### src/source/mul_pkg.sv
package mul_pkg;

	// Operand and product widths.
	localparam int xlen = 64;              // Width of one RV64 operand.
	localparam int ext_w = xlen + 2;       // Two extra sign bits carry unsigned operands through Booth.
	localparam int prod_w = 2 * ext_w;     // Width of a partial-product row and of the raw product.
	localparam int booth_rows = ext_w / 2; // One radix-4 digit per pair of multiplicand bits.

	// Signedness of the operand pair.
	// Bit 0 flags a signed multiplicand and bit 1 a signed multiplier.
	typedef enum logic [1:0] {
		mul_uu = 2'b00, // MULHU and unsigned word forms.
		mul_su = 2'b01, // Only the multiplicand is signed.
		mul_us = 2'b10, // Only the multiplier is signed.
		mul_ss = 2'b11  // MUL, MULH and MULW.
	} mul_kind_e;

	// One request as offered by the execute stage.
	typedef struct packed {
		logic word;                    // Multiply the low 32 bits of each operand.
		mul_kind_e kind;               // Signedness of the two operands.
		logic [xlen-1:0] multiplicand; // Sliced into the Booth windows.
		logic [xlen-1:0] multiplier;   // Selected and shifted by each Booth row.
	} mul_req_t;

	// The full 128-bit product, split for the two result registers.
	typedef struct packed {
		logic [xlen-1:0] hi;
		logic [xlen-1:0] lo;
	} mul_resp_t;

	// One Booth row as it enters the reduction tree.
	typedef struct packed {
		logic [prod_w-1:0] pp; // Selected multiple, shifted into place and inverted when negative.
		logic neg;             // The +1 that finishes the two's-complement negation.
	} booth_row_t;

endpackage

### src/source/booth_pp.sv
module booth_pp
	import mul_pkg::*;
#(
	parameter int row_idx = 0
) (
	input logic [2:0] window,
	input logic [ext_w-1:0] b_ext,
	output booth_row_t row
);

	logic [ext_w:0] one_b;
	logic [ext_w:0] two_b;
	logic [ext_w:0] mult;
	logic [ext_w:0] picked;
	logic [prod_w-1:0] wide;
	logic neg;

	assign one_b = {b_ext[ext_w-1], b_ext}; // One extra bit keeps room for 2B.
	assign two_b = {b_ext, 1'b0};

	// Radix-4 digit decode.
	always_comb begin
		mult = '0;
		neg = 1'b0;
		case (window)
			3'b001, 3'b010: mult = one_b;
			3'b011: mult = two_b;
			3'b100: begin
				mult = two_b;
				neg = 1'b1;
			end
			3'b101, 3'b110: begin
				mult = one_b;
				neg = 1'b1;
			end
			default: mult = '0; // Windows 000 and 111 give a zero digit.
		endcase
	end

	assign picked = neg ? ~mult : mult; // The missing +1 travels in row.neg.
	assign wide = {{(prod_w-ext_w-1){picked[ext_w]}}, picked};

	// Low bits shifted in stay zero, so the +1 lands exactly at bit 2*row_idx.
	assign row.pp = wide << (2 * row_idx);
	assign row.neg = neg;

endmodule

### config.mk
export PLATFORM = sky130hd
export DESIGN_NAME = booth_pp
export DESIGN_NICKNAME = d
export VERILOG_FILES = /design/src/source/mul_pkg.sv /design/src/source/booth_pp.sv
export SDC_FILE = /design/constraint.sdc
export NUM_CORES = 1
export LEC_CHECK = 0
export ABC_AREA = 1
export BUFFER_PORTS_ARGS = -buffer_cell sky130_fd_sc_hd__buf_2
export CAP_MARGIN = 10
export CORE_ASPECT_RATIO = 0.75
export CORE_MARGIN = 2
export CORE_UTILIZATION = 41
export DETAILED_ROUTE_END_ITERATION = 12
export PLACE_DENSITY_LB_ADDON = 0.2
export SETUP_SLACK_MARGIN = 0.2
export SYNTH_ARGS = -nofsm -noshare
export SYNTH_HDL_FRONTEND = slang
export SYNTH_SLANG_ARGS = --single-unit
export TNS_END_PERCENT = 30
### constraint.sdc
create_clock -name vclk -period 4.5
set_clock_uncertainty 0.05 [all_clocks]
set_input_delay 0.9 -clock vclk [all_inputs]
set_output_delay 0.9 -clock vclk [all_outputs]
set_load 0.01 [all_outputs]
# After elaboration in Yosys (flattened, before gate mapping)
# Cells that the tools add are included.
# word_totals
wordCells	13
mem_count	0
ramBits	0
inputBits	69
output_inout_bits	133
register_bits	0
mem_bits_ro	0
latch_bits	0
# op_classes
n_lt_le_gt_ge	0
addsub	0
n_reduce_logical	3
div	0
n_bitwise	1
mul	0
mux	3
shift	0
eq_ne	6
# op_table
cell	n
67-bit case mux with 2 select lines	1
67-bit 2-to-1 mux	1
67-bit NOT	1
3-bit equality test, second input constant	3
3-bit by 2-bit equality test with 1-bit output, second input constant	2
4-bit OR reduction	1
3-bit by 1-bit equality test with 1-bit output, second input constant	1
3-bit OR reduction	1
2-bit OR reduction	1
1-bit 2-to-1 mux	1

# Longest topological paths before layout
# Gate-level depths: netlist (run 1).
# depth
word_depth	5
depth_mapped	10
depth_no_buf	8

# Worst setup path after synthesis (run 1)
# OpenSTA, ideal clock, no wires.
# synth_timing
path_type	input -> output
from	input port window[0]
to	output port row[100] in the netlist's numbering
path_buffers	2
cell_stages	9
slack_ns	0.545
required_time_ns	3.550
arrival_ns	3.005
path_cell_list	inv_1 > ha_1 > nand2_1 > nand3_2 > inv_2 > buf_2 > nand2_1 > nand2_1 > buf_4
# synth_lines
item	line_no	source
start, declared	booth_pp.sv:6	input logic [2:0] window,
end, declared	booth_pp.sv:8	output booth_row_t row

==> results of run 1 <==
## layer usage
| metal | track usage [%] | vias up | routed length [um] |
|---|---|---|---|
| met5 | 0 | - | 0 |
| met4 | 1.61 | 0 | 39 |
| met3 | 1.92 | 4 | 696 |
| met2 | 35.5 | 158 | 3580 |
| met1 | 29.9 | 1523 | 3540 |
| li1 | - | 1799 | - |
## per-stage QoR
step | total power (uW) | setup slack, ps
6_report | 595 | 823
4_1_cts | 599 | 804
3_5_place_dp | 597 | 802
5_1_grt | 666 | 580
2_1_floorplan | 492 | 545
3_3_place_gp | 589 | 846
## cells by family after synthesis
group                      after synthesis
and+or+nand+nor                        402
adders and majority gates                4
xor gates and xnor gates                 1
buffers and inverters                  107
## worst max-delay path by stage
stage | endpoint | slack, ps
global placement | row[81] | 850
CTS | row[80] | 800
finish | row[97] | 820
global route | row[122] | 580
floorplan | row[100] | 540
detailed placement | row[80] | 800
## tightest hold or removal path, delay by kind of cell
| kind | cells | cell delay [ps] |
|---|---|---|
| buffers and inverters | 2 | 220 |
| AND/OR/NAND/NOR | 3 | 180 |
## cell type report
| type | instances | area [um^2] | share of cell area (%) |
|---|---|---|---|
| inverters | 6 | 22.5 | 0.763 |
| multi-input cells | 407 | 1750 | 59.2 |
| well taps | 78 | 97.6 | 3.31 |
| repair buffers | 212 | 1090 | 36.8 |
## cell usage after synthesis (all sizes together)
library cell / number / area [um^2]
clkbuf: 8 / 30.0
inv: 6 / 22.5
nand3: 133 / 671
xnor2: 1 / 8.76
nand2: 269 / 1010
ha: 4 / 50.1
buf: 93 / 674
## report_power, final
| part | switching (uW) | leakage (uW) | internal [uW] |
|---|---|---|---|
| sequential | 0 | 0 | 0 |
| clock | 0 | 0 | 0 |
| combinational | 367 | 0.00209 | 228 |
| total | 367 | 0.00209 | 228 |
==> flow_summary_export.csv, run 1 <==
group,metric,value,unit
status,status,"finished clean",
routing,detail_route.wirelength,7.86,mm
pwr,power_leakage,0.00209,uW
layout,num-fill-cells,671,
pwr,vdd.ir_drop.worst,0.0796,mV
setup_path,endpoint_kind,"output port",
setup_path,critical-path-top-delay-family,"buffers and inverters",
min_path,min_path_cells,5,
routing,drt_iter0_markers,182,
min_path,worst_hold_startpoint,"b_ext[18]",
setup_path,crit_chain,"buf_2 -> inv_1 -> ha_2 -> nand2_1 -> nand2_1 -> nand2_1 -> nand2_1 -> buf_4 -> buf_2",
die,dieHeight,71.2,um
global_routing,grt_overflow_total,0,
clock_tree,cts_repair_resizes,0,
die,row_count,24,
place,detailed_place.area,0.00295,mm^2
setup_path,critical_path.most_common_cell,"sky130_fd_sc_hd__nand2_1",
yosys,ys.warnings.count,0,
yosys,syn_nets,587,
timing,layout_min_cycle_time,3680,ps
routing,dr_total_vias,3484,
timing,timing.final.hold_violations,0,
timing,timing.setup.tns,0,ps
global_routing,largest_net_degree_at_the_start_of_global_routing,67,
layout,flops_and_latches,0,
setup_path,timing.critical_path.required,3550,ps
setup_path,crit_cells,9,
setup_path,timing.critical_path.slowest_cell_delay,660,ps
yosys,synth.area.mux_share,0,%
layout,share_of_post_route_cells_with_drive_strength_above_1,34.9,%
place,placed_cells,703,
routing,drt_pre_antenna_iters,6,
timing,min_period_over_period,81.7,%
setup_path,critical_path_peak_fanout,66,
place,port_buffers,202,
yosys,synth_compound_gate_area_share,0,%
yosys,synth_adder_area_share,2.03,%
yosys,yosysSeqAreaShare,0,%
layout,instances_no_fill,703,
layout,layout.cells.most_common,"sky130_fd_sc_hd__nand2_1",
setup_path,startpoint_type,"input pin",
timing,worst_slew_margin_rel,65.8,%
timing,grt_setup_unrepaired,"false",
die,start_util,42.3,%
layout,utilization,50.7,%
layout,sequential_cell_area,0,um^2
routing,vias_per_cell,4.96,
setup_path,cpMaxStageDelayCell,"sky130_fd_sc_hd__ha_2",
yosys,synthDistinctLibCells,11,
global_routing,grt_pass1_wl,12.0,mm
setup_path,critical_path_buf_inv_count,4,
layout,stdcell_area,0.00295,mm^2
global_routing,gr-usage-all-layers,20.8,%
place,finalWeightedCongestion,0.834,
timing,setup-violations-final,0,
min_path,min_to,"row[19]",
die,total_core_area,0.00583,mm^2
place,dp_hpwl,5.99,mm
layout,design.final.nets,700,
timing,tightestPinTransition,512,ps
clock_tree,hold_buffers,0,
yosys,syn_area_per_cell,4.80,um^2
layout,area.growth.synth_to_final,19.7,%
die,design.portCount,202,
setup_path,first_element_of_the_critical_path,"window[1]",
setup_path,timing.critical_path.arrival,2730,ps
layout,mostFrequentLayoutCells,"sky130_fd_sc_hd__nand2_1, sky130_fd_sc_hd__buf_2, sky130_fd_sc_hd__nand3_1",
global_routing,first_global_vias,2756,
timing,finalHoldWorstSlack,2140,ps
yosys,syn_area,0.00247,mm^2
yosys,cell_count_after_synthesis,514,
layout,antenna-diode-count,0,
timing,achievable-frequency,0.272,GHz
global_routing,antenna_found_initial,0,
yosys,synth_xor_area_share,0.355,%
flow_run,drv.max_cap_violation_count,0,
die,die_width,93.6,um
yosys,area_fraction_in_and_or_nand_and_nor_cells_after_synthesis,68.1,%
routing,routedWlPerCell,11.2,um
setup_path,path_class,"input pin to output port",
min_path,min_path_type,"input pin to output port",
clock_tree,setup_fix_bufs_post_cts,0,
routing,remaining_number_of_nets_flagged_by_the_antenna_check_after_routing,0,
routing,route.detailed.drc,0,
pwr,power.density_cell_area,201,mW/mm^2
timing,slew_violations,0,
yosys,largest_family_of_logic_cells_by_synthesized_area,"simple AND/OR/NAND/NOR gates",
layout,nClkBuffers,0,
die,floorplan.die_area,0.00666,mm^2
Note: power is estimated with default switching activity, not from simulation.
==> run 2, diff against run 1 <==
==> constraint.sdc (replaced) <==
create_clock -name vclk -period 3.8
set_clock_uncertainty 0.05 [all_clocks]
set_input_delay 0.76 -clock vclk [all_inputs]
set_output_delay 0.76 -clock vclk [all_outputs]
set_load 0.01 [all_outputs]
==> run 2 against run 1 <==
Effect of this change: critical path depth up 1; via count up 0.32%; design area up 0.34%; flip-flop and latch count unchanged; first-iteration DRC count down 8.8%.
==> flow_summary_export.csv, run 2 (synthesis gave the netlist of run 1 again) <==
group,metric,value,unit
status,status,"finished clean",
die,row_count,24,
place,finalWeightedCongestion,0.804,
routing,routedWlPerCell,11.4,um
pwr,vdd.ir_drop.worst,0.0990,mV
pwr,power_leakage,0.00209,uW
timing,timing.final.hold_violations,0,
die,floorplan.die_area,0.00666,mm^2
timing,achievable-frequency,0.312,GHz
routing,drt_pre_antenna_iters,6,
die,start_util,42.3,%
global_routing,gr-usage-all-layers,21.3,%
timing,timing.setup.tns,0,ps
layout,sequential_cell_area,0,um^2
timing,setup-violations-final,0,
timing,grt_setup_unrepaired,"false",
die,design.portCount,202,
layout,antenna-diode-count,0,
clock_tree,cts_repair_resizes,0,
routing,remaining_number_of_nets_flagged_by_the_antenna_check_after_routing,0,
setup_path,path_class,"input pin to output port",
clock_tree,hold_buffers,0,
global_routing,grt_overflow_total,0,
setup_path,endpoint_kind,"output port",
layout,area.growth.synth_to_final,20.1,%
pwr,power.density_cell_area,239,mW/mm^2
setup_path,timing.critical_path.arrival,2400,ps
timing,layout_min_cycle_time,3210,ps
global_routing,first_global_vias,2870,
setup_path,critical_path_peak_fanout,66,
layout,nClkBuffers,0,
routing,dr_total_vias,3495,
die,total_core_area,0.00583,mm^2
routing,route.detailed.drc,0,
global_routing,largest_net_degree_at_the_start_of_global_routing,67,
place,placement.setup.worst_slack,580,ps
setup_path,first_element_of_the_critical_path,"window[0]",
layout,flops_and_latches,0,
layout,num-fill-cells,670,
layout,layout.cells.most_common,"sky130_fd_sc_hd__nand2_1",
timing,worst_slew_margin_rel,68.8,%
die,dieHeight,71.2,um
place,dp_hpwl,5.94,mm
setup_path,timing.critical_path.required,2990,ps
timing,min_period_over_period,84.4,%
layout,share_of_post_route_cells_with_drive_strength_above_1,35.1,%
routing,drt_iter0_markers,166,
clock_tree,setup_fix_bufs_post_cts,0,
routing,vias_per_cell,4.96,
timing,tightestPinTransition,468,ps
global_routing,antenna_found_initial,0,
routing,detail_route.wirelength,8.00,mm
min_path,worst_hold_startpoint,"b_ext[0]",
layout,mostFrequentLayoutCells,"sky130_fd_sc_hd__nand2_1, sky130_fd_sc_hd__buf_2, sky130_fd_sc_hd__nand3_1",
place,port_buffers,202,
global_routing,grt_pass1_wl,12.4,mm
setup_path,startpoint_type,"input pin",
layout,design.final.nets,701,
die,die_width,93.6,um
timing,slew_violations,0,
min_path,min_path_type,"input pin to output port",
timing,post-route-worst-setup-slack,592,ps
flow_run,drv.max_cap_violation_count,0,
==> run 2: cell count changes in the layout (fill, tap and decap cells not counted), sizes merged <==
cell	previous run	this run
buf	212	213
==> run 2: area by class of cell <==
cell class | count | area [um^2] | area share, %
Inverter | 6 | 22.5 | 0.760
Multi-Input combinational cell | 407 | 1750 | 59.0
Tap cell | 78 | 97.6 | 3.29
Timing Repair Buffer | 213 | 1090 | 36.9
==> run 2: power breakdown <==
| group | internal (uW) | switching (uW) | leakage (uW) |
|---|---|---|---|
| combinational | 271 | 437 | 0.00209 |
| sequential | 0 | 0 | 0 |
| clock | 0 | 0 | 0 |
| total | 271 | 437 | 0.00209 |
==> run 2: layer usage <==
| layer | routed length [um] | global-route usage (%) | vias to the layer above | part of all wire [%] |
|---|---|---|---|---|
| met4 | 19 | 0.805 | 0 | 0.24 |
| met5 | 0 | 0 | - | 0 |
| met3 | 743 | 3.62 | 2 | 9.3 |
| met1 | 3460 | 27.7 | 1536 | 43 |
| li1 | - | - | 1802 | - |
| met2 | 3770 | 39.2 | 155 | 47 |
==> run 2: path summary, 6_finish.rpt <==
| check | endpoint | cells past startpoint |
|---|---|---|
| setup / recovery | row[128] | 10 |
| hold / removal | row[1] | 4 |
==> run 2: critical path: stages <==
cell and delay (ps):
sky130_fd_sc_hd__buf_2 120, sky130_fd_sc_hd__inv_1 90, sky130_fd_sc_hd__ha_2 180, sky130_fd_sc_hd__nand2_1 60, sky130_fd_sc_hd__nand3_2 100, sky130_fd_sc_hd__buf_4 280, sky130_fd_sc_hd__nand3_1 130, sky130_fd_sc_hd__nand2_2 80
sky130_fd_sc_hd__buf_4 360, sky130_fd_sc_hd__buf_2 220
==> run 2: metrics by stage <==
step                      power [uW]  area (um^2)  hold slack [ps]  utilization [%]  cells
after global routing             789         2960             1870             50.9    704
after CTS                        712         2960             1860             50.9    704
after detailed placement         710         2960             1860             50.9    704
after global placement           700         2960             1850             50.9    704
final                            708         2960             1850             50.9    704
after floorplan                  574         2470             1630                -    514
