===== src/source/mul_pkg.sv =====
package mul_pkg;

	// Operand and product widths.
	localparam int xlen = 64;              // Width of one RV64 operand.
	localparam int ext_w = xlen + 2;       // Two extra sign bits carry unsigned operands through Booth.
	localparam int prod_w = 2 * ext_w;     // Width of a partial-product row and of the raw product.
	localparam int booth_rows = ext_w / 2; // One radix-4 digit per pair of multiplicand bits.

	// Signedness of the operand pair.
	// Bit 0 flags a signed multiplicand and bit 1 a signed multiplier.
	typedef enum logic [1:0] {
		mul_uu = 2'b00, // MULHU and unsigned word forms.
		mul_su = 2'b01, // Only the multiplicand is signed.
		mul_us = 2'b10, // Only the multiplier is signed.
		mul_ss = 2'b11  // MUL, MULH and MULW.
	} mul_kind_e;

	// One request as offered by the execute stage.
	typedef struct packed {
		logic word;                    // Multiply the low 32 bits of each operand.
		mul_kind_e kind;               // Signedness of the two operands.
		logic [xlen-1:0] multiplicand; // Sliced into the Booth windows.
		logic [xlen-1:0] multiplier;   // Selected and shifted by each Booth row.
	} mul_req_t;

	// The full 128-bit product, split for the two result registers.
	typedef struct packed {
		logic [xlen-1:0] hi;
		logic [xlen-1:0] lo;
	} mul_resp_t;

	// One Booth row as it enters the reduction tree.
	typedef struct packed {
		logic [prod_w-1:0] pp; // Selected multiple, shifted into place and inverted when negative.
		logic neg;             // The +1 that finishes the two's-complement negation.
	} booth_row_t;

endpackage


===== src/source/mul_issue.sv =====
module mul_issue
	import mul_pkg::*;
(
	input mul_req_t req,
	input logic mul_valid,
	output logic [ext_w-1:0] b_ext,
	output logic [2:0] windows [booth_rows]
);

	logic a_signed;
	logic b_signed;
	logic [ext_w-1:0] a_ext;
	logic [ext_w:0] a_pad;

	// Builds the 66-bit form of one operand.
	// Word requests keep the low half and refill the upper half from bit 31.
	function automatic logic [ext_w-1:0] extend_op(
		input logic [xlen-1:0] op,
		input logic word,
		input logic is_signed
	);
		logic sign;
		logic [xlen-1:0] body;
		sign = is_signed & (word ? op[xlen/2-1] : op[xlen-1]);
		body = word ? {{(xlen/2){sign}}, op[xlen/2-1:0]} : op;
		return {{(ext_w-xlen){sign}}, body};
	endfunction

	assign a_signed = (req.kind == mul_su) || (req.kind == mul_ss);
	assign b_signed = (req.kind == mul_us) || (req.kind == mul_ss);

	// Both operands read as zero while no request is offered.
	assign a_ext = mul_valid ? extend_op(req.multiplicand, req.word, a_signed) : '0;
	assign b_ext = mul_valid ? extend_op(req.multiplier, req.word, b_signed) : '0;

	assign a_pad = {a_ext, 1'b0}; // The zero below bit 0 opens the first window.

	// Window i covers multiplicand bits 2i+1 down to 2i-1, so neighbours share one bit.
	always_comb begin
		for (int i = 0; i < booth_rows; i++) begin
			windows[i] = a_pad[2*i +: 3];
		end
	end

endmodule


===== config.mk =====
export PLATFORM = sky130hd
export DESIGN_NAME = mul_issue
export DESIGN_NICKNAME = d
export VERILOG_FILES = /design/src/source/mul_pkg.sv /design/src/source/mul_issue.sv
export SDC_FILE = /design/constraint.sdc
export NUM_CORES = 1
export LEC_CHECK = 0
export BUFFER_PORTS_ARGS = -buffer_cell sky130_fd_sc_hd__buf_4
export CORE_AREA = 2 2 114 116
export DETAILED_ROUTE_END_ITERATION = 8
export DIE_AREA = 0 0 116 118
export SYNTH_ARGS = -nofsm -noshare
export SYNTH_HDL_FRONTEND = slang
export SYNTH_SLANG_ARGS = --single-unit

===== constraint.sdc =====
create_clock -name vclk -period 1.3
set_clock_uncertainty 0.15 [all_clocks]
set_input_delay 0.195 -clock vclk [all_inputs]
set_output_delay 0.195 -clock vclk [all_outputs]
set_load 0.02 [all_outputs]

# Word level (Yosys, flattened, before mapping)
# Index checks and enable logic that the tools add are counted.
# W data, S select, Z words.
dict set report op_classes {
  order_cmp 0
  add_sub_neg 0
  eq_ne 3
  muxes 6
  shift 0
  n_bitwise 2
  n_mul 0
  div_mod_pow 0
  n_reduce_logical 2
}
# cell n
set op_table {}
lappend op_table {{$mux W66} 2}
lappend op_table {{$mux W64} 2}
lappend op_table {{$eq A2 B2 Y1 const B} 2}
lappend op_table {{$and A1 B1 Y1} 2}
lappend op_table {{$eq A2 B1 Y1 const B} 1}
lappend op_table {{$logic_or A1 B1 Y1} 2}
lappend op_table {{$mux W1} 2}
dict set report word_totals {
  mem_bits_rw 0
  romBits 0
  out_inout_bits 165
  regBits 0
  word_cells 13
  in_bits 132
  latchBits 0
  memories 0
}

# Depth between registers and ports, before layout
# Gate-level depths: netlist of run 1.
dict set report depth {
  ltp_word 5
  ltp_mapped 5
  ltp_nobuf 2
}

# Worst setup path after synthesis of run 1
# Ideal clock, no wire load.
dict set report synth_timing {
  path_kind {input -> output}
  startpoint {input req[95] (netlist bit)}
  endpoint {output windows[11] (netlist bit)}
  cell_stages 5
  setup_slack_ns -0.098
  n_path_buf 3
  t_required_ns 0.955
  t_arrival_ns 1.053
  path_cell_list {and4_1 clkbuf_2 buf_4 a21o_1 buf_4}
}
# element line_no
set synth_rtl {}
lappend synth_rtl {{start: declaration} mul_issue.sv:4} ;# input mul_req_t req,
lappend synth_rtl {{end: declaration} mul_issue.sv:7} ;# output logic [2:0] windows [booth_rows]

# Worst setup path in the final report of run 1
dict set report layout_timing {
  startpoint {input mul_valid}
  endpoint {output b_ext[44]}
}
dict set report layout_between {
  elab_chain_cells 1
}
# element line_no
set layout_rtl {}
lappend layout_rtl {{start: declaration} mul_issue.sv:5} ;# input logic mul_valid,
lappend layout_rtl {{$mux W66} mul_issue.sv:34} ;# assign b_ext = mul_valid ? extend_op(req.multiplier, req.word, b_signed) : '0;
lappend layout_rtl {{end: declaration} mul_issue.sv:6} ;# output logic [ext_w-1:0] b_ext,
# No other way between the ends.

==> flow_summary.toml, run 1 <==
[layout]
stdcell_area_mm2 = 0.00415
seq_cells = 0
drive_gt1_frac = 0.746
multi_input_area_mm2 = 0.00108
clockBufferCount = 0
ff_latch_area_um2 = 0
n_fill_cell = 1320
antenna_cells = 0
fin_nets = 587
area_growth_pct = 196

[route]
wl_per_cell_um = 14.0
first_iter_violations = 27
vias = 2328
route.detailed.drc = 0
wl_mm = 8.73
final_antenna_net_count = 0
viasPerCell = 3.72
first_pass_iters = 4

[critical_path]
critPathBufInv = 4
path_max_fanout = 8
critPathTopFamily = "buffers and inverters"
cp_common_cell = "buf_12"
crit_type = "input port to output pin"
required_ps = 950
worstSetupEndpointType = "output pin"
cp_cell_sequence = "buf_12 -> nor2b_4 -> buf_12 -> buf_16 -> a21o_1 -> buf_6"
cp_slowest_cell = "a21o_1"
worst_setup_path_start_kind = "input port"
cpPeakStageDelay_ps = 190
worstPathArrival_ps = 1060

[global_routing]
grt_pass1_wl_mm = 12.1
grt_max_degree = 51
overflow = 0
grt_pass1_vias = 2396
grt_use_total = 0.109
antenna_found_initial = 0

[synth]
synth_cells = 196
yosys_warnings = 0
ys_types = 16
syn_nets = 328
ys_seq_area_frac = 0
syn_area_mm2 = 0.00141
synth.avg_cell_area_um2 = 7.17

[worst_hold_path]
hold_depth = 3
hold_end = "b_ext[40]"
hold_path_startpoint = "req[40]"
worstHoldPathType = "input port to output pin"

[power_and_ir_drop]
ir_worst_vdd_mv = 0.173
power_leakage_uw = 0.00249
pwr_density_cell_mw_per_mm2 = 404

[die]
die_h_um = 118
fp.dieW_um = 116
start_util = 0.113
dieArea_mm2 = 0.0137
pin_count = 297
core-area_mm2 = 0.0124
num_rows = 41

[timing]
drv_slew = 0
setup_slack_ps = -109
fin_crit_ps = 1410
post-route-period-util = 1.08
setup_viol = 76
fmax_mhz = 710
hold_viol = 0
finalSetupTns_ps = -5350
rsz0062_at_grt = "yes"

[placement]
port-buffer-count = 296
dpl.hpwl_mm = 6.68
place_area_mm2 = 0.00361
gp_congestion = 0.730

[outcome]
violations = "setup timing"
outcome = "complete, but fails checks"

[clock_tree]
hold_buffers = 0

[flow_run]
max_cap_violations = 0
## layer usage
metal,vias to the layer above,part of all wire,global-route usage
li1,1125,-,-
met1,1044,0.35,0.114
met2,157,0.58,0.238
met3,2,0.071,0.00824
met4,0,0.0010,0.00149
met5,-,0,0
## cell usage after synthesis
cell type | count | area share
a31o_2 | 3 | 0.019
nand2_1 | 2 | 0.0053
buf_8 | 6 | 0.064
buf_4 | 39 | 0.21
clkbuf_1 | 6 | 0.016
buf_2 | 1 | 0.0036
a21o_1 | 61 | 0.33
nor2b_1 | 1 | 0.0045
buf_6 | 3 | 0.024
and2_1 | 64 | 0.28
mux2i_1 | 2 | 0.014
nor2_1 | 2 | 0.0053
inv_1 | 1 | 0.0027
clkbuf_2 | 2 | 0.0071
conb_1 | 1 | 0.0027
and4_1 | 2 | 0.012
## cells by family after synthesis
kind of cell           share of synthesized area
AND/OR/NAND/NOR                            0.313
AO/OA/AOI/OAI                              0.345
buffers and inverters                      0.326
multiplexers                              0.0142
other                                    0.00267
## worst min-delay path: stages
cell and delay [ps]:
buf_4 80, a21o_1 110, buf_6 110
## metrics by stage
step	instances	util	setup slack, ps	hold slack [ps]	power [µW]
after detailed placement	615	0.291	-178	534	1480
after CTS	622	0.328	-109	535	1660
after floorplan	196	-	-36.0	358	812
after global routing	625	0.335	-137	546	1770
final	625	0.335	-109	532	1680
after global placement	615	0.291	-155	535	1470
## report_power, final
| part | switching, µW | leakage [µW] | total (µW) | internal, µW |
|---|---|---|---|---|
| clock network | 0 | 0 | 0 | 0 |
| logic | 755 | 0.00249 | 1680 | 923 |
| registers | 0 | 0 | 0 | 0 |
## cells in the final DEF, fill, tap and decap left out, types with 2 or more instances in the layout
cell type  instances
a21o_1            46
a21o_4            15
a31o_2             3
and2_1            64
and4_4             2
buf_12             5
buf_16             5
buf_4            222
buf_6             78
buf_8              3
nand2_1            2
nor2_2             2
## worst max path at each step
| stage | slack, ps | end | startpoint | depth (start not counted) |
|---|---|---|---|---|
| 5_1_grt | -140 | b_ext[44] | mul_valid | 6 |
| 2_1_floorplan | -40 | windows[11] | req[95] | 5 |
| 3_5_place_dp | -180 | b_ext[62] | req[130] | 5 |
| 4_1_cts | -110 | windows[12] | mul_valid | 5 |
| 6_report | -110 | b_ext[44] | mul_valid | 6 |
| 3_3_place_gp | -160 | windows[33] | mul_valid | 5 |
## final cells by class
type | count | area share
inverters | 1 | 0.000904
well taps | 172 | 0.0518
repair buffers | 314 | 0.687
multi-input cells | 138 | 0.260
## what timing repair did
item / 4_1_cts / 5_1_grt
gates resized for setup: 86 / 11
buffers inserted: 2 / 2
endpoints found under the setup margin: 146 / 85
pin swaps: 18 / 21
gates cloned: 5 / 1
Power figures use the tool's default switching activity.
==> inputs of run 2 (changes only) <==
RECOVER_POWER = 25   (was not set)
==> flow_summary.toml, run 2 (synthesis results as in run 1) <==
[outcome]
outcome = "complete, but fails checks"
violations = "setup timing"

[layout]
ff_latch_area_um2 = 0
postLayoutCoreUtil = 0.331
seq_cells = 0
clockBufferCount = 0
stdcell_area_mm2 = 0.00411
antenna_cells = 0
area_growth_pct = 192
n_fill_cell = 1327
layout_common_cells = "buf_4 (209), buf_6 (78), and2_1 (60)"
drive_gt1_frac = 0.722
final_cells = 625
final_common_cell = "buf_4"
fin_nets = 587

[timing]
fmax_mhz = 710
setup_slack_ps = -109
whs_ps = 532
setup_viol = 76
rsz0062_at_grt = "yes"
hold_viol = 0
drv_slew = 0
post-route-period-util = 1.08
fin_crit_ps = 1410

[critical_path]
cp.depth = 6
worstSetupEndpointType = "output pin"
cp_common_cell = "buf_12"
worstPathArrival_ps = 1060
cpPeakStageDelay_ps = 210
path_max_fanout = 8
critPathTopFamily = "buffers and inverters"
crit_type = "input port to output pin"
cp_cell_sequence = "buf_12 -> nor2b_4 -> buf_12 -> buf_16 -> a21o_1 -> buf_6"
critPathBufInv = 4
cp_slowest_cell = "nor2b_4"
cp-startpoint = "mul_valid"
crit_path_end = "b_ext[44]"
worst_setup_path_start_kind = "input port"
required_ps = 950

[global_routing]
overflow = 0
grt_max_degree = 51
antenna_found_initial = 0
grt_pass1_wl_mm = 12.1
grt_pass1_vias = 2396
grt_use_total = 0.109

[die]
die_h_um = 118
fp.dieW_um = 116
dieArea_mm2 = 0.0137
pin_count = 297
num_rows = 41
start_util = 0.113
core-area_mm2 = 0.0124

[route]
wl_met1_mm = 3.05
vias = 2329
wl_met2_mm = 5.06
wl_met3_um = 608
viasPerCell = 3.73
wl_per_cell_um = 14.0
final_antenna_net_count = 0
highest_layer = "met4"
wl_mm = 8.73
first_pass_iters = 4
first_iter_violations = 29
route.detailed.drc = 0

[placement]
dpl.hpwl_mm = 6.68
port-buffer-count = 296
place_ws_ps = -178
dpl.cell_count = 615
gp_congestion = 0.730
place_area_mm2 = 0.00361

[power_and_ir_drop]
pwr_density_cell_mw_per_mm2 = 404
power_leakage_uw = 0.00244
ir_worst_vdd_mv = 0.173

[clock_tree]
hold_buffers = 0

[worst_hold_path]
worstHoldPathType = "input port to output pin"

[flow_run]
max_cap_violations = 0
==> run 2: area by class of cell <==
type | count | area, µm² | share of cell area
timing repair buffer | 314 | 2810 | 0.683
multi-input combinational | 138 | 1080 | 0.263
tap | 172 | 215 | 0.0524
inverter | 1 | 3.75 | 0.000914
==> run 2: report_power, final <==
group | switching (µW) | total, µW | leakage [µW] | internal [µW]
sequential | 0 | 0 | 0 | 0
combinational | 754 | 1660 | 0.00244 | 906
clock | 0 | 0 | 0 | 0
==> run 2: repair_timing <==
action                                  4_1_cts  5_1_grt
resized for setup                            86       11
pin swaps                                    18       21
endpoints found under the setup margin      146       85
gates cloned                                  5        1
buffers inserted                              2        2
==> run 2: worst min-delay path by stage <==
stage	startpoint	to	slack, ps	depth (start not counted)
global placement	req[32]	b_ext[32]	530	3
finish	req[40]	b_ext[40]	530	3
detailed placement	req[106]	windows[34]	530	3
global route	req[110]	windows[28]	550	3
floorplan	req[129]	b_ext[64]	360	2
CTS	req[118]	windows[16]	530	3
==> run 2: through the flow <==
stage                     setup TNS, ps  total power (µW)
final                             -5370              1660
after global routing              -8490              1750
after CTS                         -6830              1660
after detailed placement         -16720              1480
after global placement           -13230              1470
after floorplan                    -539               812
==> run 2: layer usage <==
metal	up-vias	track usage
li1	1125	-
met1	1045	0.114
met2	157	0.238
met3	2	0.00824
met4	0	0.00149
met5	-	0
==> inputs of run 3 (changes only) <==
CELL_PAD_IN_SITES_DETAIL_PLACEMENT = 0   (was not set)
CELL_PAD_IN_SITES_GLOBAL_PLACEMENT = 1   (was not set)
PLACE_DENSITY_LB_ADDON = 0.1   (was not set)
==> flow_summary.toml, run 3 (synthesis results as in run 1) <==
[placement]
dpl.hpwl_mm = 7.35
place_area_mm2 = 0.00366
gp_congestion = 0.776
port-buffer-count = 296
dpl.cell_count = 618
place_ws_ps = -184

[route]
first_pass_iters = 3
vias = 2348
viasPerCell = 3.74
first_iter_violations = 34
route.detailed.drc = 0
wl_per_cell_um = 15.4
final_antenna_net_count = 0
wl_mm = 9.70

[power_and_ir_drop]
power_leakage_uw = 0.00252
swShare = 0.451
clkPwrFrac = 0
switchingPower_uw = 758
pwr-share-comb = 1.000
p_int_uw = 924
ir_worst_vdd_mv = 0.165
pwr-share-seq = 0
pwr_density_cell_mw_per_mm2 = 404

[timing]
finalSetupTns_ps = -3990
fmax_mhz = 717
setup_slack_ps = -94.2
rsz0062_at_grt = "yes"
drv_slew = 0
hold_viol = 0
setup_viol = 76
fin_crit_ps = 1390
post-route-period-util = 1.07

[die]
dieArea_mm2 = 0.0137
num_rows = 41
core-area_mm2 = 0.0124
pin_count = 297
fp.dieW_um = 116
start_util = 0.113
die_h_um = 118

[critical_path]
cp_cell_sequence = "buf_8 -> nor2b_4 -> buf_12 -> clkbuf_16 -> a21o_1 -> buf_6"
cp-startpoint = "mul_valid"
critPathBufInv = 4
worstPathArrival_ps = 1050
critPathTopFamily = "buffers and inverters"
crit_type = "input port to output pin"
worstSetupEndpointType = "output pin"
cpPeakStageDelay_ps = 180
path_max_fanout = 5
required_ps = 950
worst_setup_path_start_kind = "input port"
cp_slowest_cell = "a21o_1"

[flow_run]
max_cap_violations = 0

[layout]
fin_nets = 590
antenna_cells = 0
ff_latch_area_um2 = 0
area_growth_pct = 197
drive_gt1_frac = 0.754
seq_cells = 0
final_cells = 628
layout_common_cells = "buf_4 (239), buf_6 (61), and2_1 (59)"
clockBufferCount = 0
stdcell_area_mm2 = 0.00417
final_common_cell = "buf_4"
postLayoutCoreUtil = 0.336

[global_routing]
grt_use_total = 0.120
grt_pass1_vias = 2368
grt_pass1_wl_mm = 12.9
overflow = 0
grt_max_degree = 32
antenna_found_initial = 0

[worst_hold_path]
worstHoldPathType = "input port to output pin"
hold_path_startpoint = "req[103]"

[clock_tree]
hold_buffers = 0

[outcome]
violations = "setup timing"
outcome = "complete, but fails checks"
==> run 3: what timing repair did <==
| item | 4_1_cts | 5_1_grt |
|---|---|---|
| pin swaps | 1 | 20 |
| setup endpoints to repair | 159 | 94 |
| gates cloned | 5 | 4 |
| buffers inserted | 2 | 0 |
| resized for setup | 76 | 4 |
==> run 3: power by group through the flow <==
stage               registers, µW  logic (µW)  clock network [µW]
finish                          0        1680                   0
global route                    0        1780                   0
CTS                             0        1670                   0
detailed placement              0        1500                   0
global placement                0        1510                   0
floorplan                       0         812                   0
==> run 3: worst paths after layout <==
path	endpoint	slack, ps	depth (start not counted)
max	b_ext[36]	-90	6
min	windows[41]	530	3
==> run 3: area by class of cell <==
cell class	count	area, µm²
fillers	1341	8250
inverters	1	3.75
well taps	172	215
multi-input cells	138	1090
repair buffers	317	2850
==> run 3: tightest hold or removal path, stage by stage <==
cell and delay [ps]:
buf_4 80, a21o_4 110, buf_6 100
==> run 3: stage by stage <==
step                      total power, µW  hold slack [ps]
final                                1680              531
after global routing                 1780              541
after CTS                            1670              533
after detailed placement             1500              535
after global placement               1510              534
after floorplan                       812              358
==> run 3: layer usage <==
metal / vias to the layer above / global-route usage / part of all wire
met5: - / 0 / 0
met4: 0 / 0.00893 / 0.0070
met3: 4 / 0.0355 / 0.10
met2: 163 / 0.270 / 0.59
met1: 1048 / 0.0998 / 0.30
li1: 1133 / - / -
